<file path="src/design/SramGeometryPkg.sv">
/*
 * SRAM geometry package.
 * Array depth, line layout and the macro bank slicing of the line memory.
 */
package SramGeometryPkg;

    localparam int lineCount = 128;              // Entries in the array and in each macro.
    localparam int lineIndexBits = 7;
    localparam int lineBits = 256;
    localparam int lineBytes = 32;

    // Bank k holds line bits 64k to 64k+63.
    localparam int bankCount = 4;
    localparam int bankBits = 64;
    localparam int bankBytes = 8;

    typedef logic [lineIndexBits-1:0] LineIndex;
    typedef logic [lineBits-1:0] LineData;
    typedef logic [lineBytes-1:0] LineByteEnable;

endpackage : SramGeometryPkg

</file>
<file path="src/design/WishbonePkg.sv">
/*
 * Wishbone slave package.
 * Bus widths of the word port and the slave state encoding.
 */
package WishbonePkg;

    localparam int wbAddrBits = 10;              // Line index on top, word lane below.
    localparam int wbDataBits = 32;
    localparam int wbSelBits = 4;
    localparam int wbWordIndexBits = 3;
    localparam int wbWordsPerLine = 8;

    typedef enum logic [1:0] {
        Idle,                                    // Waiting for a strobe.
        Access,                                  // Array returns the line.
        Respond                                  // Ack is high.
    } WbSlaveState;

endpackage : WishbonePkg

</file>
<file path="src/design/SramPortIf.sv">
/*
 * One access port of the line array.
 * Index, byte enables and write data go in, the registered read line comes out.
 */
`timescale 1ns/1ps

interface SramPortIf
    import SramGeometryPkg::*;
();

    LineIndex      index;
    LineByteEnable byteEnable;                   // Zero means a plain read.
    LineData       writeData;
    LineData       readData;                     // Valid one cycle after index.

    modport requester (
        output index,
        output byteEnable,
        output writeData,
        input  readData
    );

    modport array (
        input  index,
        input  byteEnable,
        input  writeData,
        output readData
    );

endinterface : SramPortIf

</file>
<file path="src/design/WishboneLineSlave.sv">
/*
 * Wishbone classic slave on port 0.
 * Maps 32-bit word accesses with byte selects onto line reads and byte-enabled
 * line writes; every transfer takes three cycles.
 */
`timescale 1ns/1ps

module WishboneLineSlave
    import SramGeometryPkg::*;
    import WishbonePkg::*;
(
    input  logic                   clk,
    input  logic                   rstN,
    input  logic                   cyc,
    input  logic                   stb,
    input  logic                   we,
    input  logic [wbAddrBits-1:0]  adr,
    input  logic [wbSelBits-1:0]   sel,
    input  logic [wbDataBits-1:0]  datW,
    output logic [wbDataBits-1:0]  datR,
    output logic                   ack,
    SramPortIf.requester           mem
);

    WbSlaveState state;
    WbSlaveState nextState;

    logic                       accept;
    logic [wbWordIndexBits-1:0] wordSel;     // Lane of the accepted word.

    assign accept = (state == Idle) && cyc && stb;

    always_comb begin
        nextState = state;
        case (state)
            Idle: begin
                if (accept) begin
                    nextState = Access;
                end
            end
            Access:  nextState = Respond;
            Respond: nextState = Idle;
            default: nextState = Idle;
        endcase
    end

    always_ff @(posedge clk) begin
        if (!rstN) begin
            state <= Idle;
        end else begin
            state <= nextState;
        end
    end

    // The array sees the request in the Idle cycle that accepts it.
    assign mem.index = adr[wbAddrBits-1 -: lineIndexBits];
    assign mem.writeData = {wbWordsPerLine{datW}};

    always_comb begin
        mem.byteEnable = '0;
        if (accept && we) begin
            mem.byteEnable = LineByteEnable'(sel) << (adr[wbWordIndexBits-1:0] * wbSelBits);
        end
    end

    always_ff @(posedge clk) begin
        if (accept) begin
            wordSel <= adr[wbWordIndexBits-1:0];
        end
        if (state == Access) begin
            datR <= mem.readData[wordSel*wbDataBits +: wbDataBits];  // Line data is valid now.
        end
    end

    assign ack = (state == Respond);

    requestStable: assert property (@(posedge clk) disable iff (!rstN)
        (state != Idle) |-> ($stable(adr) && $stable(we) && $stable(sel) && $stable(datW))
    ) else $error("Master changed the request before ack.");

    ackInsideStrobe: assert property (@(posedge clk) disable iff (!rstN)
        ack |-> (cyc && stb)
    ) else $error("Ack raised without an active strobe.");

endmodule : WishboneLineSlave

</file>
<file path="src/flat_wrapper.sv">
// flat-port wrapper written by rule: the top's interface ports become plain ports
module WishboneLineSlave_flat import SramGeometryPkg::*; import WishbonePkg::*;
  (clk, rstN, cyc, stb, we, adr, sel, datW, datR, ack, mem_index, mem_byteEnable, mem_writeData, mem_readData);
  SramPortIf mem_i ();
  input  logic clk;
  input  logic rstN;
  input  logic cyc;
  input  logic stb;
  input  logic we;
  input  logic [wbAddrBits-1:0] adr;
  input  logic [wbSelBits-1:0] sel;
  input  logic [wbDataBits-1:0] datW;
  output logic [wbDataBits-1:0] datR;
  output logic ack;
  output wire logic [$bits(mem_i.index)-1:0] mem_index;
  output wire logic [$bits(mem_i.byteEnable)-1:0] mem_byteEnable;
  output wire logic [$bits(mem_i.writeData)-1:0] mem_writeData;
  input wire logic [$bits(mem_i.readData)-1:0] mem_readData;
  assign mem_index = mem_i.index;
  assign mem_byteEnable = mem_i.byteEnable;
  assign mem_writeData = mem_i.writeData;
  assign mem_i.readData = mem_readData;
  WishboneLineSlave u_core (.clk(clk), .rstN(rstN), .cyc(cyc), .stb(stb), .we(we), .adr(adr), .sel(sel), .datW(datW), .datR(datR), .ack(ack), .mem(mem_i));
endmodule
</file>
<file path="config.mk">
export PLATFORM = sky130hd
export DESIGN_NAME = WishboneLineSlave_flat
export DESIGN_NICKNAME = d
export VERILOG_FILES = /design/src/design/SramGeometryPkg.sv /design/src/design/WishbonePkg.sv /design/src/design/SramPortIf.sv /design/src/design/WishboneLineSlave.sv /design/src/flat_wrapper.sv
export SDC_FILE = /design/constraint.sdc
export NUM_CORES = 1
export LEC_CHECK = 0
export BUFFER_PORTS_ARGS = -buffer_cell sky130_fd_sc_hd__buf_2
export CORE_AREA = 2 2 248 250
export CTS_CLUSTER_DIAMETER = 50
export DETAILED_ROUTE_END_ITERATION = 7
export DIE_AREA = 0 0 250 252
export HOLD_SLACK_MARGIN = 0.08
export PLACE_DENSITY = 0.37
export SLEW_MARGIN = 20
export SYNTH_ARGS = -nofsm -noshare
export SYNTH_HDL_FRONTEND = slang
export SYNTH_SLANG_ARGS = --single-unit
</file>
<file path="constraint.sdc">
create_clock -name clk -period 2.3 [get_ports clk]
set_input_delay 0.345 -clock clk [delete_from_list [all_inputs] [get_ports clk]]
set_output_delay 0.345 -clock clk [all_outputs]
set_load 0.01 [all_outputs]
</file>
# Word level (Yosys, flattened, before mapping)
# Cells that the tools add are included.
[word_totals]
out_inout_bits = 328
word_cells = 15
register_bits = 37
input_bits = 307
[classes]
n_eq_ne = 3
n_reduce_logical = 4
shift = 2
n_mux = 3
[ops]
columns = ["operator", "n"]
rows = [
  ["256-bit by 9-bit variable part select with 32-bit output", 1],
  ["32-bit 2-to-1 mux", 1],
  ["4-bit by 5-bit left shift with 32-bit output", 1],
  ["2-bit one-hot mux with 2 select lines", 1],
  ["1-bit logical AND", 3],
  ["2-bit by 1-bit equality test with 1-bit output, second input constant", 1],
  ["2-bit equality test, second input constant", 1],
  ["2-bit logical NOT", 1],
  ["2-bit 2-to-1 mux", 1],
  ["2-bit by 1-bit != test with 1-bit output, second input constant", 1],
]

# Longest topological paths before layout
# Gate-level depths: netlist of run 1.
[depth]
ltp_word = 5
depth_mapped = 4
mapped_depth_nobuf = 2

# Least setup slack after synthesis of run 1
# No wires, ideal clock.
[synth_timing]
kind = "flip-flop to flip-flop"
start = "reg u_core.state[0]"
end = "reg u_core.datR[0], enable pin"
setup_slack_ns = 0.064
synth_period_minus_slack_ns = 2.236
stages_incl_launch_ff = 2
required_ns = 1.874
arrival_time_ns = 1.810
n_path_buf = 0
setup_ns = 0.426
path_cell_list = "dfxtp_1 > nor2b_1"
[synth_between]
elab_chain_cells = 1
[synth_rtl]
columns = ["item", "line_no", "text"]
rows = [
  ["start, declared", "WishboneLineSlave.sv:25", "WbSlaveState state;"],
  ["start signal, assigned", "WishboneLineSlave.sv:49", "state <= Idle;"],
  ["start signal, assigned", "WishboneLineSlave.sv:51", "state <= nextState;"],
  ["2-bit by 1-bit equality test with 1-bit output", "WishboneLineSlave.sv:70", "if (state == Access) begin"],
  ["end signal, assigned", "WishboneLineSlave.sv:71", "datR <= mem.readData[wordSel*wbDataBits +: wbDataBits];"],
  ["end, declared", "WishboneLineSlave.sv:20", "output logic [wbDataBits-1:0] datR,"],
]
# No other way between the ends.
# A chain may end at the register's enable or synchronous reset.

# Final worst setup path of run 1
[layout_timing]
start = "reg u_core.wordSel[0]"
end = "reg u_core.datR[22] (data pin)"
[layout_between]
elab_chain_cells = 1
[layout_rtl]
columns = ["item", "line_no", "text"]
rows = [
  ["start, declared", "WishboneLineSlave.sv:29", "logic [wbWordIndexBits-1:0] wordSel;"],
  ["start signal, assigned", "WishboneLineSlave.sv:68", "wordSel <= adr[wbWordIndexBits-1:0];"],
  ["256-bit by 9-bit variable part select with 32-bit output", "WishboneLineSlave.sv:71", ""],
]
# No other way between the ends.

==> results of run 1 <==
synthesized netlist by cell type, drive strengths merged:
cell type and instances:
and2 1, or2 1, inv 3, nor4 32
nand2b 2, nand4bb 1, nor2b 2, clkbuf 12
edfxtp 35, buf 279, nor2 1, nand2 5
dfxtp 2, mux2 32, mux4 64
flip-flops by register name, indices dropped and copies added, names as in the netlist:
name	count
u_core.wordSel	3
u_core.datR	32
u_core.state	2
per-stage QoR:
stage / instances / utilization [%]
3_3_place_gp: 1308 / 10.2
2_1_floorplan: 472 / -
3_5_place_dp: 1308 / 10.2
6_report: 1319 / 10.4
4_1_cts: 1316 / 10.4
5_1_grt: 1319 / 10.4
logic make-up after synthesis:
logic type	after synthesis	share of synthesized area, %
buffers and inverters	294	39.4
multiplexers	96	35.7
AND/OR/NAND/NOR	45	4.97
flip-flops	37	20.0
metal layers:
metal	vias to the layer above	GRT usage, %	wire, um
met3	105	2.32	2400
met4	4	3.97	1120
met2	359	11.5	11100
li1	1614	-	-
met5	-	0	27
met1	1801	5.93	7050
power by group:
part / switching, mW / leakage [nW] / internal [mW]
Clock: 0.321 / 0.0706 / 0.400
Sequential: 0.00959 / 0.337 / 0.775
Combinational: 0.259 / 2.19 / 0.393
Total: 0.589 / 2.60 / 1.57
cell usage in the layout (no fill, tap or decap):
cell,n
and2_1,1
buf_12,3
buf_2,332
buf_4,10
clkbuf_1,1
clkbuf_16,5
clkinv_2,2
dfxtp_1,2
diode_2,3
edfxtp_1,35
inv_1,3
mux2_2,32
mux4_1,40
mux4_2,24
nand2_1,5
nand2b_1,2
nand4bb_1,1
nor2_1,1
nor2b_1,1
nor2b_4,1
nor4_1,32
or2_2,1
path summary, 6_finish.rpt:
kind	startpoint	endpoint	slack, ns	depth (start not counted)
max	u_core.wordSel[0]	u_core.datR[22]	0.33	4
min	rstN	u_core.state[1]	0.28	2
max reg2reg	u_core.wordSel[0]	u_core.datR[22]	0.33	4
min reg2reg	u_core.state[1]	u_core.state[1]	0.60	2
cell type report:
class / count / share of cell area (%)
Tap cell: 782 / 15.6
Timing Repair Buffer: 345 / 28.7
Inverter: 3 / 0.180
Clock inverter: 2 / 0.160
Clock buffer: 6 / 2.06
Antenna cell: 3 / 0.120
Sequential cell: 37 / 17.4
Multi-Input combinational cell: 141 / 35.7
worst max-delay path, cell delays in order (launching register included):
cell and delay, ns:
edfxtp_1 0.37, buf_12 0.23, buf_12 0.22, mux4_1 0.57
mux2_2 0.28
==> results.yml, run 1 <==
flow_run:
  maxCapViolCount: 0
clocking:
  htreeDepth: 2
  postCtsSetupBuffers: 0
  clkTransAtPathRegs_ns: 0.07
  cts_buffer_depth: 2
  tritoncts: "built"
  ctsResizeCount: 0
  cts_num_sinks: 37
  cts_buffers: 5
  cts-root-buf: "clkbuf_16"
  insertion_delay_ns: 0.30
  post_cts_hold_buffer_count: 0
global_routing:
  grt_pass1_wl_um: 28900
  overflow: 0
  antenna_found_initial: 8
  first_global_vias: 4050
  grt_max_degree: 53
  track_usage_pct: 6.28
synth:
  ys_seq_area_share_pct: 20.0
  synth_cells: 472
  synth_seq_cells: 37
  synth_cell_types: 19
  synth.area.top_cells: "buf_4, edfxtp_1, mux4_1, mux4_2, mux2_2"
  yosysWarnings: 0
  synth_area_um2: 5470
  synth_top_area_share_pct: 36.1
  syn-num-nets: 779
  yosysTopAreaCell: "buf_4"
  synth.avg_cell_area_um2: 11.6
power:
  powerDensity_nw_per_um2: 345
  vdd_drop_max_v: 0.000199
  power.leakage_nw: 2.60
  power_mw: 2.16
cells_and_area:
  drive_gt1_share_pct: 76.8
  nets: 840
  regArea_um2: 1090
  area_growth_syn_to_layout_pct: 14.4
  finalInstanceArea_um2: 6250
  multi_input_area_um2: 2230
  fill_cells: 6952
placed_design:
  dp_slack_ns: 0.324
  placed_area_um2: 6110
  place.gp.congestion: 0.749
  hpwl_um: 18500
  io_buffers: 332
floorplanning:
  dieArea_um2: 63000
  die_h_um: 252
  start_util_pct: 9.09
  die_width_um: 250
  fp-row-count: 90
  core_area_um2: 60100
  ios: 635
timing:
  drv_slew: 0
  rsz0062_at_grt: "no"
  fin_skew_ns: 0.00549
  setup-tns-final_ns: 0
  max_slew_margin_pct: 63.0
  fin_crit_sh_pct: 85.6
  timing.final.ws_setup_ns: 0.331
  fmax_mhz: 508
  finalHoldViolations: 0
  setup_violations: 0
  period_needed_ns: 1.97
  worst_pin_slew_ns: 0.555
  holdWs_ns: 0.276
setup_path:
  start_kind: "flop"
  cp-end-kind: "flop"
  worst_ep_required_time_ns: 2.35
  path_max_fanout: 30
  crit_arrival_ns: 2.02
  critPathKind: "flop to flop"
detailed_routing:
  ant_nets: 0
  vias_per_cell: 2.94
  wire_per_inst_um: 16.4
  drtPass1Iterations: 4
  via_count: 3883
  first_iter_violations: 188
  drc: 0
  wl_um: 21700
min_path:
  hp-class: "primary input to flop"
outcome:
  status: "finished clean"
Note: power is estimated with default switching activity, not from simulation.
==> inputs of run 2 (changes only) <==
--- a/config.mk
+++ b/config.mk
@@ -6,10 +6,10 @@
 export NUM_CORES = 1
 export LEC_CHECK = 0
 export BUFFER_PORTS_ARGS = -buffer_cell sky130_fd_sc_hd__buf_2
-export CORE_AREA = 2 2 248 250
+export CORE_AREA = 2 2 251 253
 export CTS_CLUSTER_DIAMETER = 50
 export DETAILED_ROUTE_END_ITERATION = 7
-export DIE_AREA = 0 0 250 252
+export DIE_AREA = 0 0 253 255
 export HOLD_SLACK_MARGIN = 0.08
 export PLACE_DENSITY = 0.37
 export SLEW_MARGIN = 20
==> run 2 against run 1 <==
- total power up 6.5%
- non-clock buffer count fell by 3
- wire length grew 18%
- clock power grew 18%
- first-iteration DRC count down 0.53%
- via count grew 0.18%
- cell count grew 1.4%
- critical endpoint is now mem_byteEnable[3]
==> results.yml, run 2 (synthesis gave the netlist of run 1 again) <==
clocking:
  cts_buffer_depth: 2
  htreeDepth: 2
  tritoncts: "built"
  clkTransAtPathRegs_ns: 0.06
  cts_num_sinks: 37
  postCtsSetupBuffers: 0
  ctsResizeCount: 0
  cts-root-buf: "clkbuf_16"
  insertion_delay_ns: 0.30
  post_cts_hold_buffer_count: 0
  cts_buffers: 5
global_routing:
  first_global_vias: 3973
  grt_max_degree: 65
  grt_pass1_wl_um: 32000
  overflow: 0
  track_usage_pct: 7.12
  antenna_found_initial: 25
floorplanning:
  ios: 635
  die_h_um: 255
  dieArea_um2: 64500
  die_width_um: 253
  fp-row-count: 92
  core_area_um2: 62200
  start_util_pct: 8.79
setup_path:
  r2r_end: "u_core.datR[2]"
  start_kind: "flop"
  rrSetupSlack_ns: 0.35
  cp-end-kind: "output port"
  regToRegStartpoint: "u_core.wordSel[0]"
  r2r_cells: 4
  worst_ep_required_time_ns: 1.96
  critPathKind: "flop to output port"
  path_max_fanout: 34
  crit_arrival_ns: 1.64
min_path:
  worstHoldStart: "rstN"
  min_path_cells: 2
  hp-class: "primary input to flop"
  hold_end: "u_core.state[1]"
placed_design:
  placed_area_um2: 6110
  io_buffers: 332
  hpwl_um: 22200
  place.gp.congestion: 0.726
cells_and_area:
  fill_cells: 7212
  largest_reg_flops: 32
  finalInstanceArea_um2: 6290
  drive_gt1_share_pct: 76.6
  final_common_cell: "buf_2"
  nets: 837
  layout_common_cells: "buf_2, mux4_1, edfxtp_1, mux2_2, nor4_1"
  largest-register: "u_core.datR"
  area_growth_syn_to_layout_pct: 15.1
  reg_top3: "u_core.datR: 32 flops, u_core.wordSel: 3 flops, u_core.state: 2 flops"
  fin_util_pct: 10.1
detailed_routing:
  wire_per_inst_um: 19.2
  ant_nets: 0
  first_iter_violations: 187
  wl_um: 25600
  via_count: 3890
  drtPass1Iterations: 4
  vias_per_cell: 2.91
  drc: 0
timing:
  period_needed_ns: 1.98
  finalHoldViolations: 0
  worst_pin_slew_ns: 0.570
  setup-tns-final_ns: 0
  drv_slew: 0
  max_slew_margin_pct: 62.0
  rsz0062_at_grt: "no"
  fmax_mhz: 505
  holdWs_ns: 0.269
  fin_skew_ns: 0.00712
  fin_crit_sh_pct: 86.1
  setup_violations: 0
power:
  switchingPower_mw: 0.620
  power_mw: 2.30
  comb_power_share_pct: 28.8
  powerDensity_nw_per_um2: 365
  power_switching_share_pct: 27.0
  pwr-share-clk_pct: 37.1
  pwr-share-seq_pct: 34.1
  vdd_drop_max_v: 0.000368
  power.leakage_nw: 2.59
  intPower_mw: 1.68
outcome:
  status: "finished clean"
flow_run:
  maxCapViolCount: 0
==> run 2: worst max-delay path by stage <==
stage | start | to | depth (start not counted)
3_3_place_gp | u_core.wordSel[0] | u_core.datR[25] | 4
3_5_place_dp | u_core.wordSel[0] | u_core.datR[24] | 4
5_1_grt | u_core.state[1] | mem_byteEnable[16] | 4
4_1_cts | u_core.wordSel[0] | u_core.datR[4] | 4
2_1_floorplan | u_core.state[0] | u_core.datR[0] | 1
6_report | u_core.state[1] | mem_byteEnable[3] | 4
==> run 2: power groups by stage <==
stage / sequential, mW / clock [mW] / combinational, mW
5_1_grt: 0.785 / 0.897 / 0.711
3_5_place_dp: 0.798 / 0 / 0.669
6_report: 0.783 / 0.852 / 0.662
3_3_place_gp: 0.799 / 0 / 0.659
2_1_floorplan: 0.807 / 0 / 0.787
4_1_cts: 0.783 / 0.889 / 0.671
==> run 2: layout make-up <==
class	count	area [um2]	share of cell area, %
Multi-Input combinational cell	141	2230	35.5
Timing Repair Buffer	342	1770	28.2
Sequential cell	37	1090	17.3
Tap cell	799	1000	15.9
Clock buffer	5	125	1.99
Clock inverter	3	41.3	0.656
Antenna cell	7	17.5	0.278
Inverter	3	11.3	0.179
==> run 2: metal layers <==
| metal | share of wire [%] | routed length, um | vias to the layer above | global-route usage (%) |
|---|---|---|---|---|
| met1 | 34 | 8790 | 1804 | 7.02 |
| met3 | 11 | 2790 | 109 | 2.30 |
| met4 | 5.0 | 1290 | 4 | 4.60 |
| met2 | 50 | 12700 | 354 | 12.9 |
| li1 | - | - | 1619 | - |
| met5 | 0.11 | 27 | - | 0 |
==> run 2: through the flow <==
stage | setup slack [ns] | std cells
2_1_floorplan | 0.0641 | 472
3_3_place_gp | 0.358 | 1322
3_5_place_dp | 0.321 | 1322
4_1_cts | 0.326 | 1330
5_1_grt | 0.236 | 1334
6_report | 0.320 | 1337
==> run 2: worst max-delay path, cell delays in order, from the launching register on <==
cell and delay, ns:
dfxtp_1 0.34, nand4bb_1 0.19, buf_4 0.25, nor4_1 0.36
buf_2 0.20
